[src/design/analog_pkg.sv]
/*
 * shared widths and types of the analog data path
 * sample type, DAC source pair and per-channel result structs
 */

package analog_pkg;

  //////////////////////////////////////////////////
  // widths
  //////////////////////////////////////////////////

  // ADC, generator, controller and DAC words are all this wide
  localparam int SAMPLE_W = 14;

  // low ADC bits that carry only noise and are cleared
  localparam int ADC_DROP = 2;

  // one guard bit, enough for the sum of two samples
  localparam int SUM_W = SAMPLE_W + 1;

  //////////////////////////////////////////////////
  // types
  //////////////////////////////////////////////////

  // two's complement sample, one word
  typedef logic signed [SAMPLE_W-1:0] sample_t;

  // what a channel adds up for its DAC
  typedef struct packed
  {
    sample_t asg;  // arbitrary generator sample
    sample_t pid;  // controller sample
  } dac_src_t;

  // per-channel results, one cycle behind the inputs
  typedef struct packed
  {
    sample_t scope;  // acquisition data, ADC word or loopback code
    sample_t dac;    // inverted code for the neg-slope DAC
  } chan_out_t;

  // the scope field and the dac field have the same width, which
  // lets the loopback select pick either without any resizing
  // the DAC code always goes through saturation first
  // so the inversion never sees a wrapped sum

endpackage : analog_pkg
[src/design/analog_top.sv]
/*
 * analog data path top level
 * ADC capture, per-channel sum and loopback, DAC output
 */

`timescale 1ns/10ps

module analog_top #(
  parameter int NCH = 2  // number of analog channels
)(
  input  logic                           adc_clk,         // ADC sample clock
  input  logic                           rst_n_i,         // sync reset, active low
  input  analog_pkg::sample_t  [NCH-1:0] adc_dat_i,       // raw ADC words
  input  analog_pkg::dac_src_t [NCH-1:0] dac_src_i,       // generator and controller
  input  logic                           digital_loop_i,  // DAC to scope loopback
  output analog_pkg::sample_t  [NCH-1:0] scope_dat_o,     // acquisition data
  output analog_pkg::sample_t  [NCH-1:0] dac_dat_o,       // DAC pin words
  output logic                           dac_reset_o      // DAC reset
);

  //////////////////////////////////////////////////
  // local signals
  //////////////////////////////////////////////////

  analog_pkg::sample_t   [NCH-1:0] adc_word;  // cleaned, channel order
  analog_pkg::chan_out_t [NCH-1:0] chan;      // channel results

  //////////////////////////////////////////////////
  // ADC capture
  //////////////////////////////////////////////////

  adc_capture #(
    .NCH (NCH)
  ) u_adc_capture (
    .adc_clk    (adc_clk  ),
    .rst_n_i    (rst_n_i  ),
    .adc_dat_i  (adc_dat_i),
    .adc_word_o (adc_word )
  );

  //////////////////////////////////////////////////
  // channels
  //////////////////////////////////////////////////

  generate
    for (genvar k = 0; k < NCH; k++)
    begin : g_chan
      analog_channel u_chan (
        .adc_clk        (adc_clk       ),
        .rst_n_i        (rst_n_i       ),
        .adc_word_i     (adc_word[k]   ),
        .dac_src_i      (dac_src_i[k]  ),
        .digital_loop_i (digital_loop_i),  // one level for all channels
        .chan_o         (chan[k]       )
      );

      // scope side sees the channel in its own order
      assign scope_dat_o[k] = chan[k].scope;
    end
  endgenerate

  //////////////////////////////////////////////////
  // DAC output
  //////////////////////////////////////////////////

  dac_output #(
    .NCH (NCH)
  ) u_dac_output (
    .adc_clk     (adc_clk    ),
    .rst_n_i     (rst_n_i    ),
    .chan_i      (chan       ),
    .dac_dat_o   (dac_dat_o  ),
    .dac_reset_o (dac_reset_o)
  );

endmodule : analog_top

[src/design/dac_output.sv]
/*
 * DAC output register stage
 * crosses channel order onto the DAC pins and drives the DAC reset
 */

`timescale 1ns/10ps

module dac_output #(
  parameter int NCH = 2  // number of DAC channels
)(
  input  logic                            adc_clk,      // ADC sample clock
  input  logic                            rst_n_i,      // sync reset, active low
  input  analog_pkg::chan_out_t [NCH-1:0] chan_i,       // per-channel results
  output analog_pkg::sample_t   [NCH-1:0] dac_dat_o,    // DAC pin words
  output logic                            dac_reset_o   // DAC reset, active high
);

  //////////////////////////////////////////////////
  // channel crossing
  //////////////////////////////////////////////////

  // DAC codes in pin order
  analog_pkg::sample_t [NCH-1:0] dac_sw;

  // pins are crossed like the ADC side, ch_b -> dac_a
  always_comb
  begin
    for (int k = 0; k < NCH; k++)
    begin
      dac_sw[k] = chan_i[NCH-1-k].dac;
    end
  end

  //////////////////////////////////////////////////
  // output register
  //////////////////////////////////////////////////

  always_ff @(posedge adc_clk)
  begin
    if (!rst_n_i)
    begin
      dac_dat_o <= '0;  // zero code until new samples arrive
    end
    else
    begin
      dac_dat_o <= dac_sw;
    end
  end

  //////////////////////////////////////////////////
  // DAC reset
  //////////////////////////////////////////////////

  // follows the fabric reset one cycle late
  // released one edge after rst_n_i goes high
  always_ff @(posedge adc_clk)
  begin
    dac_reset_o <= ~rst_n_i;
  end

  //////////////////////////////////////////////////
  // checks
  //////////////////////////////////////////////////

  // the DAC must be held in reset right behind the fabric
  // with its pins parked at the zero code
  dac_rst_a : assert property (
    @(posedge adc_clk)
    !rst_n_i |=> (dac_reset_o && dac_dat_o == '0)
  );

endmodule : dac_output

[src/design/analog_channel.sv]
/*
 * one analog channel
 * generator plus controller sum, clamp and DAC inversion
 * digital loopback select for the scope data
 */

`timescale 1ns/10ps

module analog_channel (
  input  logic                  adc_clk,         // ADC sample clock
  input  logic                  rst_n_i,         // sync reset, active low
  input  analog_pkg::sample_t   adc_word_i,      // cleaned ADC word
  input  analog_pkg::dac_src_t  dac_src_i,       // generator and controller
  input  logic                  digital_loop_i,  // scope sees DAC code
  output analog_pkg::chan_out_t chan_o           // registered scope and dac
);

  //////////////////////////////////////////////////
  // local constants
  //////////////////////////////////////////////////

  localparam int W  = analog_pkg::SAMPLE_W;
  localparam int SW = analog_pkg::SUM_W;

  // sample range limits, 8191 and -8192 for 14 bits
  localparam analog_pkg::sample_t SAT_MAX = {1'b0, {(W-1){1'b1}}};
  localparam analog_pkg::sample_t SAT_MIN = {1'b1, {(W-1){1'b0}}};

  //////////////////////////////////////////////////
  // local signals
  //////////////////////////////////////////////////

  logic signed [SW-1:0] sum;       // full width sum, never wraps
  logic                 ovf;       // sum left the sample range
  analog_pkg::sample_t  sat;       // clamped sum
  analog_pkg::sample_t  dac_code;  // inverted for the DAC

  //////////////////////////////////////////////////
  // sum and saturation
  //////////////////////////////////////////////////

  // both operands sign extended to the guard width
  assign sum = SW'(dac_src_i.asg) + SW'(dac_src_i.pid);

  // top two bits differ only when the sum is out of range
  assign ovf = sum[SW-1] ^ sum[SW-2];

  always_comb
  begin
    if (ovf)
    begin
      sat = sum[SW-1] ? SAT_MIN : SAT_MAX;  // clamp toward the sign
    end
    else
    begin
      sat = sum[W-1:0];  // in range, plain truncation is exact
    end
  end

  // the DAC has a negative slope, so every bit flips
  assign dac_code = ~sat;

  //////////////////////////////////////////////////
  // output register
  //////////////////////////////////////////////////

  always_ff @(posedge adc_clk)
  begin
    if (!rst_n_i)
    begin
      chan_o <= '0;
    end
    else
    begin
      chan_o.dac <= dac_code;
      // loopback takes the code of this same cycle
      // so scope and dac line up exactly
      if (digital_loop_i)
      begin
        chan_o.scope <= dac_code;
      end
      else
      begin
        chan_o.scope <= adc_word_i;
      end
    end
  end

  //////////////////////////////////////////////////
  // checks
  //////////////////////////////////////////////////

  // after an overflow the registered code must be the clamped one,
  // never the inverse of the wrapped low bits
  dac_sat_a : assert property (
    @(posedge adc_clk) disable iff (!rst_n_i)
    ovf |=> (chan_o.dac != $past(~sum[W-1:0]))
  );

endmodule : analog_channel

[src/design/adc_capture.sv]
/*
 * ADC input register stage
 * clears the noisy LSBs and crosses channel order toward the channels
 */

`timescale 1ns/10ps

module adc_capture #(
  parameter int NCH = 2  // number of ADC channels
)(
  input  logic                          adc_clk,     // ADC sample clock
  input  logic                          rst_n_i,     // sync reset, active low
  input  analog_pkg::sample_t [NCH-1:0] adc_dat_i,   // raw parallel ADC words
  output analog_pkg::sample_t [NCH-1:0] adc_word_o   // cleaned, reversed words
);

  //////////////////////////////////////////////////
  // local constants
  //////////////////////////////////////////////////

  localparam int W    = analog_pkg::SAMPLE_W;  // word width
  localparam int DROP = analog_pkg::ADC_DROP;  // cleared low bits

  // word after LSB clearing, still in pad order
  analog_pkg::sample_t [NCH-1:0] adc_clr;

  // word in channel order, ready for the register
  analog_pkg::sample_t [NCH-1:0] adc_sw;

  //////////////////////////////////////////////////
  // LSB clearing
  //////////////////////////////////////////////////

  // bottom bits only carry converter noise
  always_comb
  begin
    for (int i = 0; i < NCH; i++)
    begin
      adc_clr[i] = {adc_dat_i[i][W-1:DROP], {DROP{1'b0}}};
    end
  end

  //////////////////////////////////////////////////
  // channel crossing
  //////////////////////////////////////////////////

  // pads are wired in reverse, so channel k reads pad NCH-1-k
  always_comb
  begin
    for (int k = 0; k < NCH; k++)
    begin
      adc_sw[k] = adc_clr[NCH-1-k];  // adc_b -> ch_a and so on
    end
  end

  //////////////////////////////////////////////////
  // input register
  //////////////////////////////////////////////////

  // stands in for the pad input flops
  always_ff @(posedge adc_clk)
  begin
    if (!rst_n_i)
    begin
      adc_word_o <= '0;  // quiet input after reset
    end
    else
    begin
      adc_word_o <= adc_sw;
    end
  end

  //////////////////////////////////////////////////
  // checks
  //////////////////////////////////////////////////

  // the channels must never see X from the pads after reset
  adc_known_a : assert property (
    @(posedge adc_clk) disable iff (!rst_n_i)
    !$isunknown(adc_word_o)
  );

endmodule : adc_capture

[config.mk]
export PLATFORM = sky130hd
export DESIGN_NAME = analog_top
export DESIGN_NICKNAME = d
export VERILOG_FILES = /design/src/design/analog_pkg.sv /design/src/design/analog_top.sv /design/src/design/dac_output.sv /design/src/design/analog_channel.sv /design/src/design/adc_capture.sv
export SDC_FILE = /design/constraint.sdc
export NUM_CORES = 1
export LEC_CHECK = 0
export BUFFER_PORTS_ARGS = -buffer_cell sky130_fd_sc_hd__buf_4
export CORE_UTILIZATION = 57
export CTS_CLUSTER_SIZE = 25
export DETAILED_ROUTE_END_ITERATION = 8
export MAX_ROUTING_LAYER = met4
export PLACE_DENSITY = 0.86
export SETUP_SLACK_MARGIN = 0.2
export SLEW_MARGIN = 20
export SYNTH_ARGS = -nofsm -noshare
export SYNTH_HDL_FRONTEND = slang
export SYNTH_SLANG_ARGS = --single-unit
[constraint.sdc]
create_clock -name adc_clk -period 7 [get_ports adc_clk]
set_input_delay 0.7 -clock adc_clk [delete_from_list [all_inputs] [get_ports adc_clk]]
set_output_delay 0.7 -clock adc_clk [all_outputs]
set_load 0.01 [all_outputs]
* Word-level counts from Yosys, hierarchy flattened
Cells that the tools add are included.
** Cells by class
- Add/sub/neg operators :: 2
- Multiplexer cells :: 6
- Bitwise logic cells :: 5
** Operator list (count)
- 14-bit 2-to-1 mux :: 6
- 14-bit by 14-bit adder with 15-bit output :: 2
- 14-bit inverter :: 2
- 1-bit XOR :: 2
- 1-bit inverter :: 1
** Word-level totals
- Flip-flop bits (word level) :: 113
- Input port bits :: 87
- Output and inout bits :: 57
- Word-level logic and storage cells :: 24

* Longest topological paths before layout
Gate-level depths: netlist of run 1.
- Depth after elaboration :: 5
- Depth in mapped cells :: 12
- Gate-level depth less buffers :: 11

* Modules after synthesis
From an unflattened synthesis of run 1, not the netlist that was laid out.
** Unflattened totals
- Cells, all modules :: 514
- Area total of the unflattened synthesis :: 5156.2 um^2
** Modules (own cells, without submodules)
- analog_channel at g_chan[0].u_chan :: times used 1, cells each 205, area each 1844.3 um^2, sequential area each 560.5 um^2
- analog_channel at g_chan[1].u_chan :: times used 1, cells each 193, area each 1785.5 um^2, sequential area each 560.5 um^2
- dac_output :: times used 1, cells each 61, area each 817.0 um^2, sequential area each 580.6 um^2
- adc_capture :: times used 1, cells each 55, area each 709.4 um^2, sequential area each 480.5 um^2

* Worst setup path before layout of run 1
Ideal clock, no wire load.
- Path kind :: input port to flip-flop
- From :: input port dac_src_i[0] (netlist name)
- To :: register g_chan[0].u_chan.chan_o[22] (netlist name)
- Setup time :: 0.132 ns
- Arrival time :: 2.914 ns
- Data required time :: 6.868 ns
- Path slack :: 3.954 ns
- Cell stages on the path :: 12
- Buffers on the path :: 1
- Path through :: ha_1 > inv_1 > fa_1 > nor2b_1 > o211ai_1 > a31oi_1 > a31oi_1 > o21a_1 > buf_2 > maj3_1 > mux2i_1 > a21oi_1
** On the way
- Longest elaborated chain between the ends :: 5
- Elaborated cells between the ends (all ways) :: 6
- Classes of those cells :: 1 x add/sub; 3 x mux; 2 x bitwise
** RTL lines
- start: declaration :: RTL line analog_top.sv:14 : input analog_pkg::dac_src_t [NCH-1:0] dac_src_i,
- 14-bit by 14-bit adder with 15-bit output * :: RTL line analog_channel.sv:43 : assign sum = SW'(dac_src_i.asg) + SW'(dac_src_i.pid);
- 14-bit 2-to-1 mux or 1-bit XOR (tied branches) :: RTL line analog_channel.sv:52, analog_channel.sv:46
- 14-bit 2-to-1 mux * :: RTL line analog_channel.sv:50 : if (ovf)
- 14-bit inverter * :: RTL line analog_channel.sv:61 : assign dac_code = ~sat;
- 14-bit 2-to-1 mux * :: RTL line analog_channel.sv:78 : if (digital_loop_i)
- end: declaration :: RTL line analog_channel.sv:15 : output analog_pkg::chan_out_t chan_o
Mark *: on every way between the ends. The rest lies on a longest branch, timed or not.
A chain may end at the register's enable or synchronous reset.

* Worst setup path in the final report of run 1
- From :: input port dac_src_i[0] (netlist name)
- To :: register g_chan[0].u_chan.chan_o[26] (netlist name)
The elaborated chain is that of the path after synthesis.

==> flow_summary_export.csv, run 1 <==
group,metric,value,unit
run_status,status,"complete, but fails checks",
run_status,violations,"DRC",
cts,cts_hold_buf,0,
route,num_vias,4298,
pwr,power_frac_clock,24.2,%
place,gp_congestion,0.887,
route,avgRoutedWirePerCell,15.4,µm
worst_setup_path,startpoint,"dac_src_i[0]",
route,first_pass_iters,6,
synthesis,ys_seq_elements,109,
worst_setup_path,worst-path-stages,12,
worst_setup_path,path_cells,"buf_4 -> ha_1 -> inv_1 -> fa_1 -> nor2b_1 -> o211ai_1 -> a31oi_1 -> a31oi_1 -> o21a_1 -> a21boi_0 -> o211a_1 -> a2111oi_1",
global_route,grt_usage,26.2,%
global_route,grt.overflow.total,0,
pwr,p_per_area,238,nW/µm²
finish,area_delta_synth_final,20.1,%
synthesis,netlist_area,5260,µm²
timing,hold_viol,0,
die,io_pins,144,
synthesis,async_flop_share,0,%
worst_setup_path,cp.required,7.24,ns
pwr,peakVddDrop,0.129,mV
finish,multi_input_area,2700,µm²
cts,post_cts_buffers,0,
timing,max_freq,297,MHz
place,hpwlAfterDp,8870,µm
cts,cts_tree,"built",
synthesis,avgSynthCellArea,9.42,µm²
pwr,combPwrFrac,29.0,%
cts,cts_buffers,9,
die,row_count,34,
finish,antennaDiodeCount,0,
worst_setup_path,cp_common_cell,"a31oi_1",
synthesis,ys_types,65,
pwr,leakagePower,2.86,nW
die,start_util,59.7,%
cts,cts_buffer_depth,2,
synthesis,syn-num-nets,675,
worst_setup_path,crit_buf_inv,2,
worst_setup_path,slowest_delay,0.57,ns
worst_setup_path,timing.rr.end,"g_chan[0].u_chan.chan_o[17]",
die,dieArea,9610,µm²
pwr,power_frac_seq,46.8,%
timing,worst_pin_slew,0.916,ns
timing,min_period,3.37,ns
timing,fin_ws,3.63,ns
finish,drive_gt1_share,26.2,%
timing,whs,0.442,ns
synthesis,synth_top_area_share,41.5,%
die,coreArea,8810,µm²
route,post-route-drc-count,7,
finish,nFillCells,656,
finish,finalCoreUtilization,71.7,%
timing,max_slew_margin,39.0,%
cts,cts_sinks,109,
worst_setup_path,critPathKind,"input pin to register",
synthesis,synth_cells,558,
worst_setup_path,critical_path.max_fanout,15,
die,fp.dieW,98.0,µm
timing,final.period_utilization,48.1,%
global_route,grt_max_degree,80,
place,portBuffers,139,
route,antenna_left,0,
timing,setup_tns,0,ns
timing,setup_violations,0,
worst_setup_path,critPathTopFamily,"compound AO/OA/AOI/OAI gates",
cts,cts-root-buf,"clkbuf_8",
worst_setup_path,crit_path_start_kind,"input pin",
cts,postCtsResizedCells,0,
synthesis,synth-edff-count,0,
global_route,antenna_found_initial,0,
finish,register_area,2180,µm²
worst_setup_path,r2r-start,"u_adc_capture.adc_word_o[3]",
synthesis,seq_area_frac_synth,41.5,%
place,dpl_worst_slack,3.33,ns
synthesis,ys_warn_count,0,
pwr,power.internal,0.00102,W
finish,nets,772,
synthesis,ys.flop_type,"dfxtp_1",
cts,insertion_delay,0.37,ns
run,cap_violations,0,
global_route,grt_pass1_wl,19500,µm
cts,cts.htree.levels,3,
route,drt_iter0_drc,230,
route,viasPerCell,5.60,
synthesis,synth_top_area_cell,"dfxtp_1",
global_route,grt_pass1_vias,4119,
worst_setup_path,ff2ff_path_depth,2,
timing,rsz0062_at_grt,"no",
synthesis,synth.area.top_cells,"dfxtp_1, and2_1, ha_1, buf_4, a21oi_1",
worst_setup_path,crit_slowest_cell,"o21a_1",
worst_setup_path,end_kind,"register",
pwr,swShare,31.8,%
worst_setup_path,r2r_slack,6.17,ns
route,wirelength,11800,µm
timing,drv_slew,0,
place,dp_cells,752,
die,fp.dieH,98.0,µm
worst_setup_path,crit_arrival,3.60,ns
timing,skew,0.00821,ns
worst_setup_path,worstSetupEndpoint,"g_chan[0].u_chan.chan_o[26]",
finish,layoutNonFillerInstCount,768,
pwr,p_sw,0.000477,W
hold_path,hold_path.class,"register to register",
cts,cts.clk_slew.worst_paths,0.10,ns
layout by cell type, fill, tap and decap left out, drive strengths merged, types with 2 or more instances in the layout:
cell type,Yosys,routed
a21oi,36,36
or2,4,4
maj3,18,18
clkinv,2,4
nor2,46,46
buf,32,141
or3,4,4
and3,7,7
a21o,9,9
o21ba,2,2
o21a,4,4
nand2b,2,2
a2111oi,4,4
nand2,20,20
o22ai,3,3
a31oi,11,11
xor2,9,9
xnor2,14,14
o311a,2,2
dfxtp,109,109
nor3,4,4
a211oi,5,5
a211o,2,2
o21bai,2,2
nand3,11,11
o211ai,7,7
nand4,2,2
and2,57,57
fa,2,2
ha,28,28
a32oi,5,5
clkbuf,23,9
o21ai,33,33
nor2b,4,4
a221oi,2,2
o211a,3,3
inv,10,14
mux2i,9,9
o32ai,2,2
how the worst min path moves through the flow:
stage                                 from                         end  slack, ns  depth (start not counted)
2_1_floorplan   g_chan[1].u_chan.chan_o[0]   u_dac_output.dac_dat_o[0]       0.41                          1
3_3_place_gp    g_chan[0].u_chan.chan_o[2]  u_dac_output.dac_dat_o[16]       0.41                          1
3_5_place_dp   g_chan[0].u_chan.chan_o[12]  u_dac_output.dac_dat_o[26]       0.42                          1
4_1_cts         g_chan[0].u_chan.chan_o[7]  u_dac_output.dac_dat_o[21]       0.44                          1
5_1_grt         g_chan[0].u_chan.chan_o[8]  u_dac_output.dac_dat_o[22]       0.46                          1
6_report        g_chan[0].u_chan.chan_o[7]  u_dac_output.dac_dat_o[21]       0.44                          1
through the flow:
stage                     total power [W]  instance area (µm²)
after detailed placement          0.00114                 6120
after CTS                         0.00150                 6310
after floorplan                   0.00101                 5260
after global routing              0.00158                 6310
after global placement            0.00113                 6120
final                             0.00150                 6310
flip-flops by register name (all words and copies together) (netlist names):
name and count:
g_chan.u_chan.chan_o 56, u_adc_capture.adc_word_o 24, u_dac_output.dac_dat_o 28, u_dac_output.dac_reset_o 1
cell usage after synthesis (2+ instances only):
master / number
a211o_1: 2
or2_1: 3
nor3_1: 4
xnor2_1: 14
a21o_1: 9
buf_4: 29
o211a_1: 3
o21a_1: 4
a2111oi_4: 2
buf_2: 2
nand3_1: 10
clkbuf_1: 22
inv_1: 10
ha_1: 28
o21ai_1: 8
and3_1: 6
a211oi_1: 5
or3_1: 4
o211ai_1: 6
o21ai_0: 24
a221oi_1: 2
xor2_1: 9
nor2b_1: 4
mux2i_1: 9
nor2_1: 43
a32oi_1: 5
nor2_4: 2
nand2b_1: 2
o21ba_1: 2
a21oi_1: 35
and2_1: 57
dfxtp_1: 109
fa_1: 2
nand4_1: 2
nand2_1: 20
clkinv_1: 2
a2111oi_1: 2
a31oi_1: 10
o32ai_1: 2
o311a_1: 2
maj3_1: 17
o22ai_1: 2
power groups by stage:
stage	clock network [W]	logic, W	registers [W]
finish	0.000363	0.000434	0.000702
global route	0.000395	0.000473	0.000708
CTS	0.000364	0.000431	0.000703
detailed placement	0	0.000428	0.000717
global placement	0	0.000417	0.000715
floorplan	0	0.000296	0.000719
layer usage:
layer | routed length [µm] | GRT usage (%)
met5 | 0 | -
met4 | 238 | 10.3
met3 | 614 | 3.44
met2 | 5680 | 42.4
met1 | 5290 | 33.2
worst reg2reg max path, delay by kind of cell (launching register included):
kind             cells  cell delay (ns)
AO/OA/AOI/OAI        1             0.35
flip-flops           1             0.32
AND/OR/NAND/NOR      1             0.04
cell families (layout without fill, tap and decap cells):
kind of cell / after synthesis / in the layout / share of synthesized area, %
AO/OA/AOI/OAI: 140 / 140 / 18.6
buffers and inverters: 67 / 169 / 7.07
AND/OR/NAND/NOR: 162 / 162 / 16.4
flip-flops: 109 / 109 / 41.5
multiplexers: 9 / 9 / 1.71
XOR/XNOR: 23 / 23 / 3.83
adder cells (fa/ha/maj): 48 / 48 / 10.9
area by class of cell:
class	count	share of cell area (%)
clock buffer	9	1.96
tap	108	2.14
timing repair buffer	141	16.8
inverter	12	0.714
clock inverter	7	1.03
multi-input combinational	382	42.8
sequential	109	34.6
No activity file was read; power rests on OpenSTA's default activity.
==> run 2: changes to the inputs <==
--- a/config.mk
+++ b/config.mk
@@ -5,12 +5,13 @@
 export SDC_FILE = /design/constraint.sdc
 export NUM_CORES = 1
 export LEC_CHECK = 0
+export ABC_AREA = 1
 export BUFFER_PORTS_ARGS = -buffer_cell sky130_fd_sc_hd__buf_4
-export CORE_UTILIZATION = 57
+export CORE_UTILIZATION = 53
 export CTS_CLUSTER_SIZE = 25
 export DETAILED_ROUTE_END_ITERATION = 8
 export MAX_ROUTING_LAYER = met4
-export PLACE_DENSITY = 0.86
+export PLACE_DENSITY = 0.81
 export SETUP_SLACK_MARGIN = 0.2
 export SLEW_MARGIN = 20
 export SYNTH_ARGS = -nofsm -noshare
==> constraint.sdc (replaced) <==
create_clock -name adc_clk -period 3.5 [get_ports adc_clk]
set_input_delay 0.35 -clock adc_clk [delete_from_list [all_inputs] [get_ports adc_clk]]
set_output_delay 0.35 -clock adc_clk [all_outputs]
set_load 0.01 [all_outputs]
==> run 2 against run 1 <==
  * The flow now finishes without violations
  * Critical path depth increased by 4
  * Clock power up 120%
  * Area after synthesis rose by 0.57%
  * Critical endpoint is now g_chan[1].u_chan.chan_o[24]
==> flow_summary_export.csv, run 2 <==
group,metric,value,unit
timing,max_freq,477,MHz
timing,min_period,2.10,ns
timing,max_slew_margin,48.8,%
worst_setup_path,crit_arrival,2.36,ns
die,start_util,54.3,%
finish,area_delta_synth_final,20.5,%
synthesis,synth.area.top_cells,"dfxtp_1, nand2_1, inv_1, ha_1, nor2_1",
cts,postCtsResizedCells,0,
finish,final_cell_mix,"nand2_1, buf_4, inv_1, dfxtp_1, nor2_1",
timing,rsz0062_at_grt,"no",
route,post-route-drc-count,0,
route,avgRoutedWirePerCell,11.9,µm
place,hpwlAfterDp,8770,µm
cts,post_cts_buffers,0,
finish,antennaDiodeCount,0,
synthesis,ys.flop_type,"dfxtp_1",
worst_setup_path,end_kind,"register",
pwr,p_per_area,473,nW/µm²
timing,drv_slew,0,
synthesis,synth_common_cells,"nand2_1, inv_1, dfxtp_1, nor2_1, a21oi_1",
pwr,leakagePower,3.69,nW
finish,top_regs,"g_chan.u_chan.chan_o (56), u_dac_output.dac_dat_o (28), u_adc_capture.adc_word_o (24)",
die,row_count,36,
synthesis,seq_area_frac_synth,41.3,%
die,io_pins,144,
synthesis,ys_warn_count,0,
global_route,grt_pass1_wl,18000,µm
run,cap_violations,0,
route,drt_iter0_drc,206,
route,dr_wl_met2,5470,µm
synthesis,synth-edff-count,0,
route,highest_layer,"met4",
route,num_vias,4452,
synthesis,yosysMostFrequentCell,"nand2_1",
finish,finalCoreUtilization,65.4,%
cts,cts_buffer_depth,2,
route,antenna_left,0,
worst_setup_path,slowest_delay,0.42,ns
synthesis,syn-num-nets,838,
synthesis,async_flop_share,0,%
die,fp.dieW,102,µm
timing,skew,0.00788,ns
die,coreArea,9730,µm²
finish,mostFrequentLayoutCell,"nand2_1",
pwr,peakVddDrop,0.224,mV
route,wirelength,11400,µm
global_route,grt_usage,22.9,%
synthesis,avgSynthCellArea,7.33,µm²
synthesis,ys_seq_elements,109,
cts,cts_tree,"built",
synthesis,synth_cells,721,
route,first_pass_iters,5,
die,dieArea,10400,µm²
cts,cts.htree.levels,3,
worst_setup_path,critical_path.max_fanout,12,
route,routed-wl-met3,638,µm
timing,hold_viol,0,
cts,insertion_delay,0.36,ns
finish,nets,938,
timing,worst_pin_slew,0.767,ns
cts,cts_hold_buf,0,
synthesis,netlist_area,5290,µm²
cts,cts_sinks,109,
worst_setup_path,cp.required,3.77,ns
finish,drive_gt1_share,22.8,%
worst_setup_path,path_cells,"buf_4 -> ha_1 -> inv_1 -> fa_1 -> inv_1 -> nand2_1 -> nand3_2 -> nand2_1 -> nand2_1 -> nand2_1 -> nand2_2 -> nand2_1 -> nand2_1 -> nand3_1 -> nand2_1 -> inv_1",
cts,cts_buffers,9,
route,wl_met1,5190,µm
worst_setup_path,crit_path_start_kind,"input pin",
route,viasPerCell,4.65,
die,fp.dieH,102,µm
timing,setup_violations,0,
global_route,grt.overflow.total,0,
run_status,status,"completed",
worst_setup_path,cp_common_cell,"nand2_1",
place,gp_congestion,0.980,
worst_setup_path,crit_slowest_cell,"fa_1",
synthesis,ys_types,29,
cts,cts.clk_slew.worst_paths,0.10,ns
timing,setup_tns,0,ns
cts,cts-root-buf,"clkbuf_8",
worst_setup_path,critPathKind,"input pin to register",
synthesis,synth_top_area_cell,"dfxtp_1",
synthesis,synth_top_area_share,41.3,%
global_route,antenna_found_initial,0,
timing,final.period_utilization,59.9,%
pwr,power,0.00301,W
global_route,grt_max_degree,60,
place,portBuffers,139,
global_route,grt_pass1_vias,4009,
finish,largest_register,"g_chan.u_chan.chan_o",
hold_path,hold_path.class,"input pin to register",
finish,largest_register_ffs,56,
-- run 2: changes by cell type in the layout (fill, tap and decap cells not counted), sizes merged, moves of 11 or more --
cell   change
nand2    +180
inv      +113
and2      -55
nor2      +32
o21ai     -29
nand3     +27
maj3      -18
a31oi     -11
-- run 2: cell families (layout without fill, tap and decap cells) --
| group | count (synthesis) | count (layout) | share of synthesized area [%] |
|---|---|---|---|
| and+or+nand+nor | 334 | 334 | 27.5 |
| AOI/OAI and AO/OA | 54 | 54 | 5.47 |
| xor gates and xnor gates | 18 | 18 | 2.98 |
| adders and majority gates | 30 | 30 | 7.39 |
| DFF | 109 | 109 | 41.3 |
| buffers and inverters | 176 | 279 | 15.4 |
-- run 2: stage by stage --
stage	cells	cell area, µm²	setup WS, ns	hold slack [ns]
floorplan	721	5290	1.52	0.390
finish	957	6370	1.40	0.158
global route	957	6370	1.25	0.165
global placement	943	6160	1.12	0.395
CTS	957	6370	1.44	0.147
detailed placement	943	6160	1.06	0.397
-- run 2: cell type report --
cell class	instances	area, µm²
multi-input combinational	436	2290
fill	846	3360
sequential	109	2180
inverter	126	473
tap	133	166
clock inverter	3	68.8
clock buffer	11	141
timing repair buffer	139	1040
-- run 2: worst paths after layout --
check                               start                            to  slack [ns]  depth (start not counted)
max                         dac_src_i[28]   g_chan[1].u_chan.chan_o[24]        1.40                         16
min                          adc_dat_i[6]  u_adc_capture.adc_word_o[20]        0.16                          3
max reg2reg  u_adc_capture.adc_word_o[10]   g_chan[0].u_chan.chan_o[24]        2.76                          4
min reg2reg    g_chan[0].u_chan.chan_o[3]    u_dac_output.dac_dat_o[17]        0.42                          2
-- run 2: per-layer routing --
layer,track usage (%),vias up
met5,-,-
met4,6.92,0
met3,3.15,9
met2,37.9,124
met1,29.2,1976
li1,-,2343
-- run 2: power breakdown --
part	switching (W)	internal (W)
registers	0.0000365	0.00138
logic	0.000462	0.000327
clock network	0.000392	0.000418
total	0.000891	0.00212
-- run 2: critical path: cells and delay by family --
family | cells | cell delay, ns
buffers and inverters | 4 | 0.25
adder cells (fa/ha/maj) | 2 | 0.58
AND/OR/NAND/NOR | 10 | 1.17
==> run 3: changes to the inputs <==
--- a/config.mk
+++ b/config.mk
@@ -7,11 +7,11 @@
 export LEC_CHECK = 0
 export ABC_AREA = 1
 export BUFFER_PORTS_ARGS = -buffer_cell sky130_fd_sc_hd__buf_4
-export CORE_UTILIZATION = 53
+export CORE_UTILIZATION = 48
 export CTS_CLUSTER_SIZE = 25
 export DETAILED_ROUTE_END_ITERATION = 8
 export MAX_ROUTING_LAYER = met4
-export PLACE_DENSITY = 0.81
+export PLACE_DENSITY = 0.77
 export SETUP_SLACK_MARGIN = 0.2
 export SLEW_MARGIN = 20
 export SYNTH_ARGS = -nofsm -noshare
==> constraint.sdc (replaced) <==
create_clock -name adc_clk -period 1.9 [get_ports adc_clk]
set_input_delay 0.19 -clock adc_clk [delete_from_list [all_inputs] [get_ports adc_clk]]
set_output_delay 0.19 -clock adc_clk [all_outputs]
set_load 0.01 [all_outputs]
==> run 3 against run 2 <==
  * Clock power rose by 72%
  * Sequential cell count did not move
  * Clock skew rose by 0.0040 ns
  * Routed wire length rose by 12%
  * Power rose by 94%
  * Combinational power rose by 140%
  * Worst hold slack got worse by 0.16 ns
  * Die area rose by 10%
  * Critical path type unchanged
==> flow_summary_export.csv, run 3 (synthesized netlist as in run 2, its figures left out) <==
group,metric,value,unit
cts,insertion_delay,0.38,ns
worst_setup_path,cp.required,2.20,ns
global_route,antenna_found_initial,0,
worst_setup_path,slowest_delay,0.35,ns
die,row_count,37,
worst_setup_path,crit_slowest_cell,"fa_2",
pwr,leakagePower,4.11,nW
die,start_util,50.3,%
route,first_pass_iters,5,
cts,cts.htree.levels,3,
pwr,p_per_area,798,nW/µm²
timing,hold_viol,0,
place,hpwlAfterDp,9800,µm
worst_setup_path,end_kind,"register",
die,dieArea,11400,µm²
route,viasPerCell,4.58,
pwr,peakVddDrop,0.448,mV
timing,drv_slew,0,
worst_setup_path,path_cells,"buf_4 -> ha_4 -> inv_2 -> fa_2 -> buf_4 -> o21bai_1 -> nand4_1 -> nand4_1 -> nand2_1 -> nand2_2 -> nand3_2 -> nand2_1 -> inv_1",
cts,cts_sinks,109,
finish,nets,1026,
worst_setup_path,crit_path_start_kind,"input pin",
cts,cts.clk_slew.worst_paths,0.12,ns
timing,setup_violations,0,
timing,skew,0.0119,ns
finish,antennaDiodeCount,0,
finish,top_regs,"g_chan.u_chan.chan_o (56), u_dac_output.dac_dat_o (28), u_adc_capture.adc_word_o (24)",
timing,min_period,1.56,ns
worst_setup_path,critPathKind,"input pin to register",
finish,largest_register_ffs,56,
worst_setup_path,critical_path.max_fanout,2,
finish,drive_gt1_share,32.5,%
cts,cts_buffers,9,
finish,area_delta_synth_final,38.8,%
die,coreArea,10500,µm²
cts,cts_buffer_depth,2,
die,fp.dieW,107,µm
global_route,grt_max_degree,46,
die,io_pins,144,
route,avgRoutedWirePerCell,12.2,µm
place,dp_cells,1017,
route,post-route-drc-count,0,
timing,max_freq,642,MHz
finish,layoutNonFillerInstCount,1050,
finish,finalCoreUtilization,69.8,%
global_route,grt_pass1_wl,20300,µm
global_route,grt_usage,23.2,%
finish,mostFrequentLayoutCell,"buf_4",
hold_path,hold_path.class,"input pin to register",
route,wirelength,12800,µm
finish,final_cell_mix,"buf_4, nand2_1, inv_1, dfxtp_1, nor2_1",
finish,largest_register,"g_chan.u_chan.chan_o",
place,gp_congestion,0.880,
global_route,grt.overflow.total,0,
timing,max_slew_margin,49.3,%
cts,cts_tree,"built",
timing,final.period_utilization,82.0,%
timing,worst_pin_slew,0.760,ns
cts,cts-root-buf,"clkbuf_8",
die,fp.dieH,107,µm
route,antenna_left,0,
route,drt_iter0_drc,195,
place,portBuffers,139,
route,num_vias,4808,
run_status,status,"completed",
worst_setup_path,crit_arrival,1.86,ns
global_route,grt_pass1_vias,4574,
timing,rsz0062_at_grt,"no",
run,cap_violations,0,
worst_setup_path,r2r_slack,1.19,ns
[run 3: path summary, 6_finish.rpt]
check	depth (start not counted)	from	to
min	3	adc_dat_i[2]	u_adc_capture.adc_word_o[16]
min reg2reg	2	g_chan[1].u_chan.chan_o[3]	u_dac_output.dac_dat_o[3]
max reg2reg	4	u_adc_capture.adc_word_o[20]	g_chan[1].u_chan.chan_o[20]
max	13	dac_src_i[28]	g_chan[1].u_chan.chan_o[26]
[run 3: worst max-delay path: cells and delay by family]
family          cells  cell delay, ns
fa+ha+maj           2            0.48
buf+inv             4            0.32
simple gates        6            0.65
compound gates      1            0.23
[run 3: cell type report]
type	instances	area [µm²]
clock inverter	7	73.8
timing repair buffer	227	1780
tap	136	170
multi-input combinational	436	2530
inverter	126	475
sequential	109	2180
fill	872	3170
clock buffer	9	124
[run 3: power breakdown]
group | leakage (nW) | internal (W) | total [W] | switching [W]
combinational | 3.11 | 0.000897 | 0.00186 | 0.000961
sequential | 0.906 | 0.00254 | 0.00261 | 0.0000726
clock | 0.0946 | 0.000520 | 0.00139 | 0.000866
[run 3: through the flow]
step	hold WS, ns	power (W)	setup WS (ns)	setup TNS [ns]	cell area, µm²
after floorplan	0.288	0.00371	0.186	0	5340
after global placement	0.371	0.00435	-0.163	-4.04	6770
after detailed placement	0.376	0.00440	-0.181	-4.49	6770
after CTS	0.00161	0.00579	0.231	0	7130
after global routing	0.00963	0.00620	0.192	0	7330
final	0.00205	0.00585	0.342	0	7330
[run 3: repair_timing]
item | CTS | global route
setup buffers | 0 | 0
hold endpoints to repair | 16 | 1
setup endpoints to repair | 0 | 50
hold buffers | 16 | 1
gates resized for setup | 0 | 29
[run 3: per-layer routing]
metal / wire, µm / up-vias / share of wire (%) / track usage, %
met5: 0 / - / 0 / -
met2: 6060 / 130 / 47 / 38.3
met4: 318 / 0 / 2.5 / 8.90
met1: 5850 / 2127 / 46 / 29.3
li1: - / 2524 / - / -
met3: 556 / 27 / 4.3 / 2.61
